==> config.mk <==
export PLATFORM = sky130hd
export DESIGN_NAME = sprite_display_top
export DESIGN_NICKNAME = d
export VERILOG_FILES = /design/src/hw/sprite_pkg.sv /design/src/hw/sprite_display_top.sv /design/src/hw/pixel_compose_stage.sv /design/src/hw/tile_fetch_stage.sv /design/src/hw/sprite_addr_stage.sv /design/src/hw/vga_timing.sv
export SDC_FILE = /design/constraint.sdc
export NUM_CORES = 1
export LEC_CHECK = 0
export BUFFER_PORTS_ARGS = -buffer_cell sky130_fd_sc_hd__buf_2
export CORE_MARGIN = 8
export CORE_UTILIZATION = 58
export CTS_BUF_LIST = sky130_fd_sc_hd__clkbuf_4 sky130_fd_sc_hd__clkbuf_8
export DETAILED_ROUTE_END_ITERATION = 8
export PLACE_DENSITY = 0.85
export SYNTH_ARGS = -nofsm -noshare
export SYNTH_HDL_FRONTEND = slang
export SYNTH_SLANG_ARGS = --single-unit
==> constraint.sdc <==
create_clock -name vga_clk -period 4.2 [get_ports vga_clk]
set_input_delay 0.84 -clock vga_clk [delete_from_list [all_inputs] [get_ports vga_clk]]
set_output_delay 0.84 -clock vga_clk [all_outputs]
set_load 0.005 [all_outputs]
==> src/sprite_rom.mem <==
// four 8x8 sprites, one texel row per line, one hex palette index per column
// blocks in order face_down, face_right, face_up, face_left, index 0 is see-through
// face_down
0 0 5 5 5 5 0 0
0 5 4 4 4 4 5 0
0 3 6 3 3 6 3 0
0 3 7 3 3 7 3 0
0 8 8 8 8 8 8 0
3 8 8 8 8 8 8 3
0 c c 0 0 c c 0
0 7 7 0 0 7 7 0
// face_right
0 0 5 5 5 5 0 0
0 5 4 4 4 3 0 0
0 5 4 3 6 3 0 0
0 0 3 3 7 3 3 0
0 0 8 8 8 8 0 0
0 0 8 8 3 8 0 0
0 0 c c c c 0 0
0 0 7 7 0 7 7 0
// face_up
0 0 5 5 5 5 0 0
0 5 4 4 4 4 5 0
0 5 4 4 4 4 5 0
0 0 5 4 4 5 0 0
0 8 8 8 8 8 8 0
3 8 8 8 8 8 8 3
0 c c 0 0 c c 0
0 7 7 0 0 7 7 0
// face_left
0 0 5 5 5 5 0 0
0 0 3 4 4 4 5 0
0 0 3 6 3 4 5 0
0 3 3 7 3 3 0 0
0 0 8 8 8 8 0 0
0 0 8 3 8 8 0 0
0 0 c c c c 0 0
0 7 7 0 7 7 0 0

==> src/background_map.mem <==
// 16x12 tile map, one row of tiles per line (y/40)
// one hex bg_palette index per column (x/40)
1 1 1 1 1 1 1 1 1 1 1 1 1 1 1 1
1 0 0 0 0 b 0 0 0 0 0 0 a 0 0 1
1 0 a 0 0 0 0 2 2 0 0 0 0 0 0 1
1 0 0 0 0 0 0 2 2 0 0 4 4 4 0 1
1 0 0 8 9 0 0 2 2 0 4 5 5 4 0 1
1 0 0 9 8 0 0 2 2 0 4 5 5 4 0 1
1 2 2 2 2 2 2 3 3 2 2 2 2 2 2 1
1 0 0 0 0 0 0 2 2 0 0 0 0 0 0 1
1 0 6 7 6 0 0 2 2 0 0 c 0 0 0 1
1 0 7 7 7 0 0 2 2 0 0 0 0 b 0 1
1 0 0 0 0 0 0 2 2 0 0 0 a 0 0 1
1 1 1 1 1 1 1 e e 1 1 1 1 1 1 1

==> src/hw/sprite_pkg.sv <==
package sprite_pkg;

	////////////////////
	// raster timing
	////////////////////
	localparam integer h_active = 640;
	localparam integer h_front  = 16;
	localparam integer h_sync   = 96;
	localparam integer h_back   = 48;
	localparam integer h_total  = h_active + h_front + h_sync + h_back; // 800

	localparam integer v_active = 480;
	localparam integer v_front  = 10;
	localparam integer v_sync   = 2;
	localparam integer v_back   = 33;
	localparam integer v_total  = v_active + v_front + v_sync + v_back; // 525

	////////////////////
	// tiles and sprite
	////////////////////
	localparam integer tile_px   = 40; // square tile edge
	localparam integer map_w     = 16;
	localparam integer map_h     = 12;
	localparam integer spr_dim   = 8;  // texels per side
	localparam integer spr_scale = 4;  // pixels per texel
	localparam integer spr_px    = spr_dim * spr_scale;
	localparam integer pipe_lat  = 3;  // counter to colour output

	// bank select in the sprite rom
	typedef enum logic [1:0] {
		face_down  = 2'd0,
		face_right = 2'd1,
		face_up    = 2'd2,
		face_left  = 2'd3
	} facing_e;

	typedef struct packed {
		logic [3:0] red;
		logic [3:0] green;
		logic [3:0] blue;
	} rgb_t;

	typedef struct packed {
		logic [9:0] x;
		logic [9:0] y;
		logic       active;
		logic       hsync; // active low
		logic       vsync; // active low
	} pix_t;

	typedef struct packed {
		logic [7:0] spr_addr;
		logic       spr_hit;
		logic [7:0] map_addr;
		logic       active;
		logic       hsync;
		logic       vsync;
	} addr_t;

	typedef struct packed {
		logic [3:0] spr_idx;
		logic       spr_hit;
		logic [3:0] bg_idx;
		logic       active;
		logic       hsync;
		logic       vsync;
	} fetch_t;

	////////////////////
	// palettes
	////////////////////
	// entry 0 is never shown, index 0 means see-through
	localparam rgb_t spr_palette [16] = '{
		12'h000, 12'h2a2, 12'h1f1, 12'hfc9,
		12'hb62, 12'h731, 12'hfff, 12'h222,
		12'hd22, 12'hf80, 12'hff4, 12'h48f,
		12'h24a, 12'hccc, 12'h888, 12'hf6c
	};

	localparam rgb_t bg_palette [16] = '{
		12'h3a3, 12'h282, 12'hdc8, 12'hba6,
		12'h36c, 12'h25a, 12'h777, 12'h555,
		12'h642, 12'h431, 12'h161, 12'h9d9,
		12'hcb9, 12'h8ae, 12'h333, 12'heee
	};

endpackage
==> src/hw/sprite_display_top.sv <==
`timescale 1ns/1ps

module sprite_display_top
	import sprite_pkg::*;
(
	input  logic       vga_clk,
	input  logic       arst_n,
	input  logic [7:0] keycode,
	input  logic [9:0] sprite_x,
	input  logic [9:0] sprite_y,
	output rgb_t       rgb,
	output logic       hsync,
	output logic       vsync
);

	pix_t   pix;   // counter stage out
	addr_t  addr;  // address stage out
	fetch_t fetch; // rom stage out

	vga_timing u_timing (
		.vga_clk (vga_clk),
		.arst_n  (arst_n),
		.pix     (pix)
	);

	sprite_addr_stage u_addr (
		.vga_clk  (vga_clk),
		.arst_n   (arst_n),
		.pix      (pix),
		.keycode  (keycode),
		.sprite_x (sprite_x),
		.sprite_y (sprite_y),
		.addr     (addr)
	);

	tile_fetch_stage u_fetch (
		.vga_clk (vga_clk),
		.addr    (addr),
		.fetch   (fetch)
	);

	pixel_compose_stage u_compose (
		.vga_clk (vga_clk),
		.arst_n  (arst_n),
		.fetch   (fetch),
		.rgb     (rgb),
		.hsync   (hsync),
		.vsync   (vsync)
	);

endmodule

==> src/hw/pixel_compose_stage.sv <==
`timescale 1ns/1ps

module pixel_compose_stage
	import sprite_pkg::*;
(
	input  logic   vga_clk,
	input  logic   arst_n,
	input  fetch_t fetch,
	output rgb_t   rgb,
	output logic   hsync,
	output logic   vsync
);

	rgb_t spr_col;
	rgb_t bg_col;
	rgb_t colour_c;

	assign spr_col = spr_palette[fetch.spr_idx];
	assign bg_col  = bg_palette[fetch.bg_idx];

	////////////////////
	// layer select
	////////////////////
	always_comb
	begin
		if (!fetch.active)
			colour_c = '0; // blanking
		else if (fetch.spr_hit && (fetch.spr_idx != 4'd0))
			colour_c = spr_col;
		else
			colour_c = bg_col; // also shows through index 0
	end

	always_ff @(posedge vga_clk or negedge arst_n)
	begin
		if (!arst_n)
		begin
			rgb   <= '0;
			hsync <= 1'b1;
			vsync <= 1'b1;
		end
		else
		begin
			rgb   <= colour_c;
			hsync <= fetch.hsync;
			vsync <= fetch.vsync;
		end
	end

	a_blank_black: assert property (@(posedge vga_clk) disable iff (!arst_n)
		!fetch.active |=> (rgb == '0));

endmodule

==> src/hw/tile_fetch_stage.sv <==
`timescale 1ns/1ps

module tile_fetch_stage
	import sprite_pkg::*;
(
	input  logic   vga_clk,
	input  addr_t  addr,
	output fetch_t fetch
);

	////////////////////
	// rom contents
	////////////////////
	logic [3:0] spr_rom [0:4*spr_dim*spr_dim-1]; // four facings of 64 texels
	logic [3:0] map_rom [0:map_w*map_h-1];       // 192 tile indices

	initial
	begin
		$readmemh("/design/src/sprite_rom.mem", spr_rom);
		$readmemh("/design/src/background_map.mem", map_rom);
	end

	// synchronous reads, flags ride along
	always_ff @(posedge vga_clk)
	begin
		fetch.spr_idx <= spr_rom[addr.spr_addr];
		fetch.bg_idx  <= map_rom[addr.map_addr];
		fetch.spr_hit <= addr.spr_hit;
		fetch.active  <= addr.active;
		fetch.hsync   <= addr.hsync;
		fetch.vsync   <= addr.vsync;
	end

endmodule

==> src/hw/sprite_addr_stage.sv <==
`timescale 1ns/1ps

module sprite_addr_stage
	import sprite_pkg::*;
(
	input  logic       vga_clk,
	input  logic       arst_n,
	input  pix_t       pix,
	input  logic [7:0] keycode,
	input  logic [9:0] sprite_x,
	input  logic [9:0] sprite_y,
	output addr_t      addr
);

	logic [9:0] lat_x;
	logic [9:0] lat_y;
	facing_e    facing;
	facing_e    face_nxt;
	facing_e    face_use;
	logic       frame_start;
	logic [9:0] pos_x;
	logic [9:0] pos_y;
	logic [9:0] dx;
	logic [9:0] dy;
	logic       hit;
	logic [7:0] spr_addr_c;
	logic [7:0] map_addr_c;

	assign frame_start = (pix.x == '0) && (pix.y == '0);

	always_comb
	begin
		case (keycode)
			8'h07:   face_nxt = face_right;
			8'h1A:   face_nxt = face_up;
			8'h04:   face_nxt = face_left;
			8'h16:   face_nxt = face_down;
			default: face_nxt = facing; // unknown key keeps facing
		endcase
	end

	// first pixel already uses the freshly sampled values
	assign pos_x    = frame_start ? sprite_x : lat_x;
	assign pos_y    = frame_start ? sprite_y : lat_y;
	assign face_use = frame_start ? face_nxt : facing;

	////////////////////
	// hit test
	////////////////////
	assign dx  = pix.x - pos_x;
	assign dy  = pix.y - pos_y;
	assign hit = (pix.x >= pos_x) && (dx < 10'(spr_px)) &&
	             (pix.y >= pos_y) && (dy < 10'(spr_px)); // no wrap once x >= pos

	assign spr_addr_c = 8'(face_use) * 8'(spr_dim * spr_dim)
	                  + 8'((dy / spr_scale) * spr_dim)
	                  + 8'(dx / spr_scale);

	// off-screen coords would run past the map
	assign map_addr_c = pix.active ? 8'(pix.x / tile_px + (pix.y / tile_px) * map_w) : '0;

	always_ff @(posedge vga_clk or negedge arst_n)
	begin
		if (!arst_n)
		begin
			lat_x  <= '0;
			lat_y  <= '0;
			facing <= face_down;
			addr   <= '{spr_addr: '0, spr_hit: 1'b0, map_addr: '0,
			            active: 1'b0, hsync: 1'b1, vsync: 1'b1};
		end
		else
		begin
			if (frame_start)
			begin
				lat_x  <= sprite_x; // once per frame
				lat_y  <= sprite_y;
				facing <= face_nxt;
			end
			addr.spr_addr <= spr_addr_c;
			addr.spr_hit  <= hit;
			addr.map_addr <= map_addr_c;
			addr.active   <= pix.active;
			addr.hsync    <= pix.hsync;
			addr.vsync    <= pix.vsync;
		end
	end

	// a hit never reads another facing's bank
	a_spr_bank: assert property (@(posedge vga_clk) disable iff (!arst_n)
		addr.spr_hit |-> (facing_e'(addr.spr_addr[7:6]) == facing));

endmodule

==> src/hw/vga_timing.sv <==
`timescale 1ns/1ps

module vga_timing
	import sprite_pkg::*;
(
	input  logic vga_clk,
	input  logic arst_n,
	output pix_t pix
);

	logic [9:0] nxt_x;
	logic [9:0] nxt_y;

	////////////////////
	// wrapping counters
	////////////////////
	always_comb
	begin
		nxt_x = pix.x + 10'd1;
		nxt_y = pix.y;
		if (pix.x == 10'(h_total - 1))
		begin
			nxt_x = '0; // end of line
			if (pix.y == 10'(v_total - 1))
				nxt_y = '0; // end of frame
			else
				nxt_y = pix.y + 10'd1;
		end
	end

	// flags decoded from the next position so they line up with x and y
	always_ff @(posedge vga_clk or negedge arst_n)
	begin
		if (!arst_n)
		begin
			pix <= '{x: '0, y: '0, active: 1'b1, hsync: 1'b1, vsync: 1'b1};
		end
		else
		begin
			pix.x      <= nxt_x;
			pix.y      <= nxt_y;
			pix.active <= (nxt_x < 10'(h_active)) && (nxt_y < 10'(v_active));
			pix.hsync  <= !((nxt_x >= 10'(h_active + h_front)) &&
			               (nxt_x < 10'(h_active + h_front + h_sync))); // low 656..751
			pix.vsync  <= !((nxt_y >= 10'(v_active + v_front)) &&
			               (nxt_y < 10'(v_active + v_front + v_sync))); // low 490..491
		end
	end

	a_counter_range: assert property (@(posedge vga_clk) disable iff (!arst_n)
		(pix.x < 10'(h_total)) && (pix.y < 10'(v_total)));

endmodule

==> results of run 1 <==
-- cells by family (layout without fill, tap and decap cells) --
| group | after synthesis | in the layout | synth area share [%] |
|---|---|---|---|
| simple gates | 62 | 62 | 23.19 |
| compound gates | 38 | 38 | 16.21 |
| flops | 32 | 32 | 43.43 |
| buf+inv | 24 | 23 | 8.344 |
| xor+xnor | 10 | 10 | 4.788 |
| fa+ha+maj | 3 | 3 | 2.052 |
| mux | 3 | 3 | 1.778 |
| other cells | 1 | 3 | 0.2050 |
-- through the flow --
| step | instance area [µm²] | power (mW) |
|---|---|---|
| after global placement | 1810 | 0.3200 |
| after global routing | 1891 | 0.5727 |
| after detailed placement | 1810 | 0.3202 |
| final | 1891 | 0.5480 |
| after CTS | 1891 | 0.5593 |
| after floorplan | 1837 | 0.3163 |
-- flip-flops by register name, summed over array words and instances, names as in the netlist --
signal	flops
u_addr.addr	3
u_compose.hsync	1
u_compose.rgb	1
u_compose.vsync	1
u_fetch.fetch	3
u_timing.pix	23
-- cell type report --
| class | instances | area (µm²) |
|---|---|---|
| Fill cell | 246 | 1137 |
| Sequential cell | 32 | 794.5 |
| Multi-Input combinational cell | 119 | 889.6 |
| Clock inverter | 2 | 35.03 |
| Tap cell | 44 | 55.05 |
| Inverter | 3 | 11.26 |
| Clock buffer | 6 | 45.04 |
| Timing Repair Buffer | 12 | 60.06 |
-- layout by cell type, fill, tap and decap left out, types with 2 or more instances in the layout --
| cell | count |
|---|---|
| a31oi_1 | 2 |
| mux2_2 | 2 |
| clkbuf_4 | 6 |
| a21oi_1 | 7 |
| o2bb2ai_1 | 2 |
| buf_2 | 12 |
| ha_1 | 3 |
| xnor2_1 | 5 |
| nor3_1 | 2 |
| and4_1 | 2 |
| dfstp_2 | 7 |
| nand2_1 | 14 |
| nor3_4 | 2 |
| nand3_1 | 6 |
| nand4b_1 | 6 |
| xor2_1 | 5 |
| o21ai_0 | 10 |
| nor2_1 | 9 |
| o31ai_1 | 3 |
| conb_1 | 3 |
| inv_1 | 3 |
| dfxtp_1 | 3 |
| o21ai_1 | 2 |
| nor4_1 | 2 |
| nand4_1 | 3 |
| dfrtp_1 | 22 |
| and4_4 | 2 |
-- worst max-delay path by stage --
stage | slack (ns) | end | cells after the start
global route | 1.98 | u_timing.pix[9]$_DFF_PN0_ | 6
CTS | 2.14 | u_timing.pix[9]$_DFF_PN0_ | 6
finish | 2.13 | u_timing.pix[9]$_DFF_PN0_ | 6
detailed placement | 2.16 | u_timing.pix[9]$_DFF_PN0_ | 6
floorplan | 2.35 | u_timing.pix[0]$_DFF_PN1_ | 8
global placement | 2.23 | u_timing.pix[0]$_DFF_PN1_ | 6
-- power groups by stage --
stage | logic [mW] | registers [mW] | clock network, mW
2_1_floorplan | 0.00261 | 0.314 | 0
3_3_place_gp | 0.00637 | 0.314 | 0
3_5_place_dp | 0.00657 | 0.314 | 0
4_1_cts | 0.00662 | 0.308 | 0.245
5_1_grt | 0.00775 | 0.308 | 0.257
6_report | 0.00613 | 0.308 | 0.234
-- metal layers --
layer  vias up  GRT usage [%]  routed length (µm)
met1       647          16.89                1516
met5         -              0                   0
met2        52          23.57                1752
li1        624              -                   -
met3        10          4.959                 279
met4         0          12.02                 113
-- worst register-to-register path: cells and delay by family, from the launching register on --
family	cells	cell delay, ns
adder cells (fa/ha/maj)	1	0.25
flip-flops	1	0.39
multiplexers	1	0.36
AND/OR/NAND/NOR	4	0.95
==> flow_summary_export.csv, run 1 <==
group,metric,value,unit
layout,final_cells,218,
detailed_routing,wl,3662,µm
setup_path,timing.rr.start,"u_timing.pix[13]$_DFF_PN0_",
setup_path,start_kind,"flip-flop",
global_routing,track_usage,15.24,%
hold_path,hold_path_depth,0,
cts,cts_max_level,2,
power,clockPowerShare,42.7,%
global_routing,grt_pass1_vias,1284,
layout,finish.utilization,62.44,%
cts,post_cts_buffers,0,
cts,cts.repair.resized,0,
setup_path,reg2regPathDepth,6,
setup_path,setup.worst_path.start,"u_timing.pix[13]$_DFF_PN0_",
placement,place_ws,2.160,ns
setup_path,crit_chain,"ha_1, nand4_2, nor2_1, nand2_1, nor3_1, mux2_2",
status,status,"finished, final reports clean",
global_routing,grt_antenna_before_repair,0,
layout,n_antenna_cell,0,
sta,max_freq,0.4828,GHz
detailed_routing,dr.pass1.iters,4,
sta,finClkSkew,0.007930,ns
sta,rsz0062_at_grt,"false",
detailed_routing,via_per_inst,6.115,
floorplanning,die_area,5207,µm²
sta,hold_ws,0.3040,ns
power,ir_drop,0.2129,mV
cts,clk_latency,0.35,ns
setup_path,critPathArrivalTime,2.30,ns
setup_path,cp_max_fo,5,
yosys,avgSynthCellArea,10.57,µm²
detailed_routing,ant_nets,0,
floorplanning,core-area,3028,µm²
placement,place.port_buffers,12,
global_routing,grt_max_degree,30,
yosys,synth_seq_cells,32,
yosys,synth_flop_cell,"dfrtp_1",
cts,cts_tree,"built",
setup_path,slowest_delay,0.39,ns
yosys,synthCells,173,
placement,dpl.hpwl,2613,µm
global_routing,grt_pass1_wl,6044,µm
setup_path,cpMaxStageDelayCell,"dfrtp_1",
power,intPower,0.4392,mW
setup_path,critPathRequiredTime,4.43,ns
layout,syn_to_final_growth,3.351,%
sta,hold_violations,0,
power,combPwrFrac,1.1,%
yosys,seq_area_frac_synth,43.43,%
run,cap_violations,0,
cts,clk_pin_slew_worst_paths,0.09,ns
hold_path,hp-start,"u_fetch.fetch[0]$_DFF_P_",
yosys,synth_top_cells_by_area,"dfrtp_1 (30%), dfstp_2 (10%), buf_4 (5.7%)",
power,seqPwrFrac,56.2,%
yosys,synth.largest_area_cell,"dfrtp_1",
sta,setup_viol,0,
power,p_sw_share,19.86,%
floorplanning,io_pins,44,
floorplanning,die_x,72.16,µm
cts,cts-root-buf,"clkbuf_4",
yosys,mappedNetlistArea,1829,µm²
cts,cts_sinks,32,
setup_path,cp-end-kind,"flip-flop",
cts,cts_buffers,5,
floorplanning,chipHeight,72.16,µm
yosys,async_flop_share,90.63,%
placement,placedCellCount,210,
yosys,yosysUniqueCellTypes,56,
setup_path,path_class,"reg -> reg",
sta,fin_crit,2.071,ns
sta,layout_setup_ws,2.129,ns
yosys,synth_top_area_share,30.10,%
layout,drive_gt1_share,25.29,%
layout,final_nets,206,
placement,gp_congestion,0.8795,
floorplanning,core.rowCount,20,
yosys,synth_common_cells,"dfrtp_1 (22), buf_4 (14), nand2_1 (14), o21ai_0 (10), nor2_1 (9)",
sta,worstMarginPinSlew,0.6316,ns
floorplanning,floorplan.initialDensity,60.41,%
cts,clk_path_buf_depth,2,
power,p_sw,0.1088,mW
sta,drv_slew,0,
yosys,post-synth-top-count-cell,"dfrtp_1",
setup_path,path_buf_inv,0,
detailed_routing,wire_per_inst,16.80,µm
detailed_routing,routed-via-count,1333,
setup_path,cp_top_family,"simple AND/OR/NAND/NOR gates",
detailed_routing,first_iter_violations,72,
yosys,synth_edf_count,0,
setup_path,rr_endpoint,"u_timing.pix[9]$_DFF_PN0_",
power,power.leakage,0.7191,nW
cts,hold_buffers,0,
sta,min_period_over_period,49.32,%
sta,relSlewSlack,57.90,%
detailed_routing,drc,0,
power,powerDensity,289.9,nW/µm²
setup_path,r2r_slack,2.13,ns
global_routing,grt-ovfl-total,0,
hold_path,holdPathEnd,"u_compose.vsync$_DFF_PN1_",
yosys,ys_warn_count,0,
hold_path,hp-class,"reg -> reg",
sta,tns,0,ns
(Power assumes the default switching activity.)
==> run 2, diff against run 1 <==
- CORE_UTILIZATION: 58 -> 55
- PLACE_DENSITY: 0.85 -> 0.81
- clock period: 4.2 -> 2.2 ns (I/O delays scaled with it)
==> run 2 against run 1 <==
Effect of this change: flip-flop and latch count stayed put; via count hardly changed; count of clock-buffer cells in the layout is 1 lower.
==> flow_summary_export.csv, run 2 (synthesis results as in run 1) <==
group,metric,value,unit
status,status,"finished, final reports clean",
detailed_routing,via_per_inst,6.036,
sta,layout_setup_ws,0.2203,ns
floorplanning,io_pins,44,
floorplanning,die_x,73.67,µm
run,cap_violations,0,
cts,cts_buffers,5,
sta,max_freq,0.5051,GHz
layout,final_cell_mix,"dfrtp_1 (22), nand2_1 (14), buf_2 (12)",
cts,cts.repair.resized,0,
detailed_routing,routed-via-count,1334,
setup_path,critPathRequiredTime,2.43,ns
detailed_routing,ant_nets,0,
setup_path,crit_chain,"ha_1, nand4_2, nor2_1, nand2_1, nor3_1, mux2_2",
cts,cts_sinks,32,
global_routing,grt_pass1_vias,1280,
sta,worstMarginPinSlew,0.6042,ns
cts,post_cts_buffers,0,
hold_path,hp-class,"in -> async",
global_routing,grt_antenna_before_repair,0,
detailed_routing,wl,3345,µm
sta,drv_slew,0,
detailed_routing,drc,0,
detailed_routing,first_iter_violations,106,
cts,cts_tree,"built",
power,power,1.038,mW
setup_path,reg2regPathDepth,6,
setup_path,cp-end-kind,"flip-flop",
placement,gp_congestion,0.8684,
layout,largest_reg_flops,23,
cts,clk_path_buf_depth,2,
power,power.leakage,0.7201,nW
layout,top_regs,"u_timing.pix (23), u_addr.addr (3), u_fetch.fetch (3)",
floorplanning,floorplan.initialDensity,56.14,%
layout,n_antenna_cell,0,
setup_path,start_kind,"flip-flop",
cts,cts_max_level,2,
detailed_routing,wire_per_inst,15.14,µm
floorplanning,core.rowCount,21,
placement,place.port_buffers,12,
setup_path,cpMaxStageDelayCell,"dfrtp_1",
setup_path,rr_endpoint,"u_timing.pix[9]$_DFF_PN0_",
sta,tns,0,ns
sta,hold_ws,0.09520,ns
setup_path,r2r_slack,0.22,ns
setup_path,cp_max_fo,5,
sta,setup_viol,0,
placement,dpl.hpwl,2413,µm
global_routing,track_usage,14.12,%
layout,drive_gt1_share,25.71,%
power,ir_drop,0.2915,mV
setup_path,path_class,"reg -> reg",
layout,top_register,"u_timing.pix",
sta,relSlewSlack,59.72,%
power,powerDensity,546.1,nW/µm²
sta,rsz0062_at_grt,"false",
sta,hold_violations,0,
setup_path,slowest_delay,0.40,ns
sta,finClkSkew,0.004738,ns
cts,clk_latency,0.34,ns
sta,fin_crit,1.980,ns
sta,min_period_over_period,89.99,%
layout,syn_to_final_growth,3.899,%
setup_path,timing.rr.start,"u_timing.pix[13]$_DFF_PN0_",
global_routing,grt_max_degree,30,
placement,place_ws,0.2680,ns
floorplanning,chipHeight,73.67,µm
layout,final_nets,207,
floorplanning,core-area,3258,µm²
cts,cts-root-buf,"clkbuf_4",
global_routing,grt-ovfl-total,0,
cts,hold_buffers,0,
cts,clk_pin_slew_worst_paths,0.10,ns
layout,mostFrequentLayoutCell,"dfrtp_1",
floorplanning,die_area,5427,µm²
setup_path,critPathArrivalTime,2.21,ns
detailed_routing,dr.pass1.iters,5,
global_routing,grt_pass1_wl,5844,µm
run 2: cell types whose count changed in the layout (fill, tap and decap cells not counted), sizes merged:
cell      delta
clkinvlp     +1
buf          +1
clkbuf       -1
run 2: worst max-delay path by stage:
stage / startpoint / end / cells after the start
floorplan: u_timing.pix[3]$_DFF_PN0_ / u_timing.pix[0]$_DFF_PN1_ / 8
global placement: u_timing.pix[13]$_DFF_PN0_ / u_timing.pix[9]$_DFF_PN0_ / 6
detailed placement: u_timing.pix[3]$_DFF_PN0_ / u_timing.pix[0]$_DFF_PN1_ / 7
CTS: u_timing.pix[3]$_DFF_PN0_ / u_timing.pix[0]$_DFF_PN1_ / 7
global route: u_timing.pix[13]$_DFF_PN0_ / u_timing.pix[9]$_DFF_PN0_ / 6
finish: u_timing.pix[13]$_DFF_PN0_ / u_timing.pix[9]$_DFF_PN0_ / 6
run 2: area by class of cell:
type	instances	area, µm²
repair buffers	13	67.56
multi-input cells	119	889.6
flip-flops and latches	32	794.5
clock buffers	5	37.54
inverters	3	11.26
clock inverters	3	42.54
well taps	46	57.56
fillers	299	1358
run 2: power breakdown:
group | internal [mW] | switching, mW
Sequential | 0.588 | 0
Clock | 0.237 | 0.202
Combinational | 0.000636 | 0.0106
Total | 0.825 | 0.213
run 2: worst max-delay path: cells and delay by family (launching register included):
| family | cells | cell delay [ns] |
|---|---|---|
| mux | 1 | 0.36 |
| fa+ha+maj | 1 | 0.27 |
| flops | 1 | 0.40 |
| simple gates | 4 | 0.84 |
run 2: per-layer routing:
metal | global-route usage (%) | routed length, µm | vias up | part of all wire (%)
met5 | 0 | 0 | - | 0
met4 | 8.647 | 68 | 0 | 2.0
met3 | 6.003 | 227 | 7 | 6.8
met2 | 21.46 | 1605 | 42 | 48
met1 | 15.96 | 1443 | 662 | 43
li1 | - | - | 623 | -
run 2: metrics by stage:
stage | util (%) | instance area [µm²] | instances
after floorplan | - | 1837 | 175
after global placement | 55.88 | 1821 | 213
after detailed placement | 55.88 | 1821 | 213
after CTS | 58.33 | 1901 | 221
after global routing | 58.33 | 1901 | 221
final | 58.33 | 1901 | 221
==> run 3, diff against run 2 <==
- CORE_UTILIZATION: 55 -> 50
- PLACE_DENSITY: 0.81 -> 0.77
- clock period: 2.2 -> 1.78 ns (I/O delays scaled with it)
==> run 3 against run 2 <==
Effect of this change: final cell count up 14%; clock power up 6.4%; flip-flop and latch count unchanged; critical path type unchanged; largest power group unchanged.
==> flow_summary_export.csv, run 3 (synthesis results as in run 1) <==
group,metric,value,unit
floorplanning,chipHeight,76.49,µm
cts,cts_sinks,32,
placement,placedCellCount,238,
setup_path,start_kind,"flip-flop",
placement,place_ws,-0.05104,ns
global_routing,track_usage,14.49,%
sta,min_period_over_period,97.77,%
setup_path,cp-end-kind,"flip-flop",
power,p_sw,0.2554,mW
floorplanning,core-area,3578,µm²
sta,relSlewSlack,57.04,%
setup_path,setup.worst_path.start,"u_timing.pix[14]$_DFF_PN0_",
sta,max_freq,0.5746,GHz
setup_path,cp_max_fo,5,
sta,layout_setup_ws,0.03962,ns
global_routing,grt-ovfl-total,0,
power,powerDensity,558.8,nW/µm²
layout,n_antenna_cell,0,
power,power.leakage,0.8624,nW
detailed_routing,drc,0,
placement,place.port_buffers,12,
cts,cts-root-buf,"clkbuf_4",
detailed_routing,dr.pass1.iters,4,
cts,cts_max_level,2,
detailed_routing,ant_nets,0,
floorplanning,io_pins,44,
detailed_routing,wl,4059,µm
cts,clk_latency,0.34,ns
global_routing,grt_max_degree,30,
detailed_routing,routed-via-count,1469,
power,combPwrFrac,1.2,%
detailed_routing,first_iter_violations,89,
layout,mostFrequentLayoutCell,"buf_4",
sta,finClkSkew,0.01903,ns
layout,final_nets,235,
floorplanning,core.rowCount,22,
sta,setup_viol,0,
layout,top_register,"u_timing.pix",
status,status,"finished, final reports clean",
setup_path,timing.rr.start,"u_timing.pix[14]$_DFF_PN0_",
setup_path,critPathRequiredTime,2.02,ns
run,cap_violations,0,
cts,cts_tree,"built",
setup_path,slowest_delay,0.41,ns
sta,fin_crit,1.740,ns
floorplanning,die_x,76.49,µm
placement,gp_congestion,0.8692,
layout,final_cells,251,
sta,hold_violations,0,
layout,largest_reg_flops,23,
setup_path,path_class,"reg -> reg",
sta,worstMarginPinSlew,0.6443,ns
power,intPower,0.9522,mW
sta,rsz0062_at_grt,"true",
placement,dpl.hpwl,2918,µm
detailed_routing,via_per_inst,5.853,
cts,clk_path_buf_depth,2,
sta,hold_ws,0.02691,ns
hold_path,hp-class,"in -> async",
global_routing,grt_pass1_vias,1463,
detailed_routing,wire_per_inst,16.17,µm
cts,clk_pin_slew_worst_paths,0.11,ns
setup_path,crit_chain,"ha_4, nand4_2, nor2_2, nand2_1, nor3_1, mux2_2",
layout,final_cell_mix,"buf_4 (29), dfrtp_1 (18), nand2_1 (14)",
setup_path,cpMaxStageDelayCell,"dfrtp_1",
layout,drive_gt1_share,41.87,%
setup_path,critPathArrivalTime,1.98,ns
layout,syn_to_final_growth,18.13,%
floorplanning,die_area,5850,µm²
global_routing,grt_pass1_wl,6858,µm
power,ir_drop,0.2785,mV
power,seqPwrFrac,60.1,%
power,clockPowerShare,38.6,%
floorplanning,floorplan.initialDensity,51.12,%
cts,cts_buffers,5,
power,p_sw_share,21.15,%
global_routing,grt_antenna_before_repair,0,
sta,drv_slew,0,
layout,top_regs,"u_timing.pix (23), u_addr.addr (3), u_fetch.fetch (3)",
-- run 3: per-stage QoR --
step           setup TNS (ns)  power [mW]  utilization [%]  instance area (µm²)
2_1_floorplan               0      0.7464                -                 1839
3_5_place_dp         -0.05104      0.7556            55.77                 1996
5_1_grt               -0.1840       1.251            60.38                 2161
4_1_cts             -0.002742       1.221            59.34                 2123
3_3_place_gp                0      0.7551            55.77                 1996
6_report                    0       1.208            60.38                 2161
-- run 3: area by class of cell --
cell class	instances	area [µm²]
clock buffer	8	66.31
tap	48	60.06
multi-input combinational	119	945.9
sequential	32	799.5
inverter	3	11.26
fill	294	1418
timing repair buffer	41	277.8
-- run 3: final timing paths --
kind	end	slack, ns	depth (start not counted)
setup / recovery	u_timing.pix[9]$_DFF_PN0_	0.04	6
min in group vga_clk	u_compose.vsync$_DFF_PN1_	0.31	0
setup reg to reg	u_timing.pix[9]$_DFF_PN0_	0.04	6
hold / removal	u_timing.pix[12]$_DFF_PN0_	0.03	1
max in group asynchronous	u_timing.pix[18]$_DFF_PN0_	1.28	1
hold reg to reg	u_compose.vsync$_DFF_PN1_	0.31	0
-- run 3: routing by layer --
layer / vias to the layer above / part of all wire [%] / wire length, µm / GRT usage, %
met4: 0 / 3.3 / 133 / 7.308
met3: 16 / 7.2 / 293 / 5.425
met2: 58 / 49 / 1981 / 23.48
met1: 716 / 41 / 1651 / 16.28
met5: - / 0 / 0 / 0
li1: 679 / - / - / -
-- run 3: critical path, delay by kind of cell, from the launching register on --
family	cells	cell delay, ns
simple gates	4	0.72
flops	1	0.41
mux	1	0.36
fa+ha+maj	1	0.16
-- run 3: timing repair --
item | in CTS | in global routing
resized for setup | 6 | 9
pin swaps | 8 | 7
hold buffers | 0 | 0
setup buffers | 6 | 0
endpoints found under the setup margin | 1 | 4
-- run 3: power by group through the flow --
stage	clock (mW)	combinational [mW]	sequential, mW
2_1_floorplan	0	0.00615	0.740
3_3_place_gp	0	0.0151	0.740
3_5_place_dp	0	0.0156	0.740
4_1_cts	0.480	0.0154	0.726
5_1_grt	0.506	0.0184	0.726
6_report	0.467	0.0147	0.726
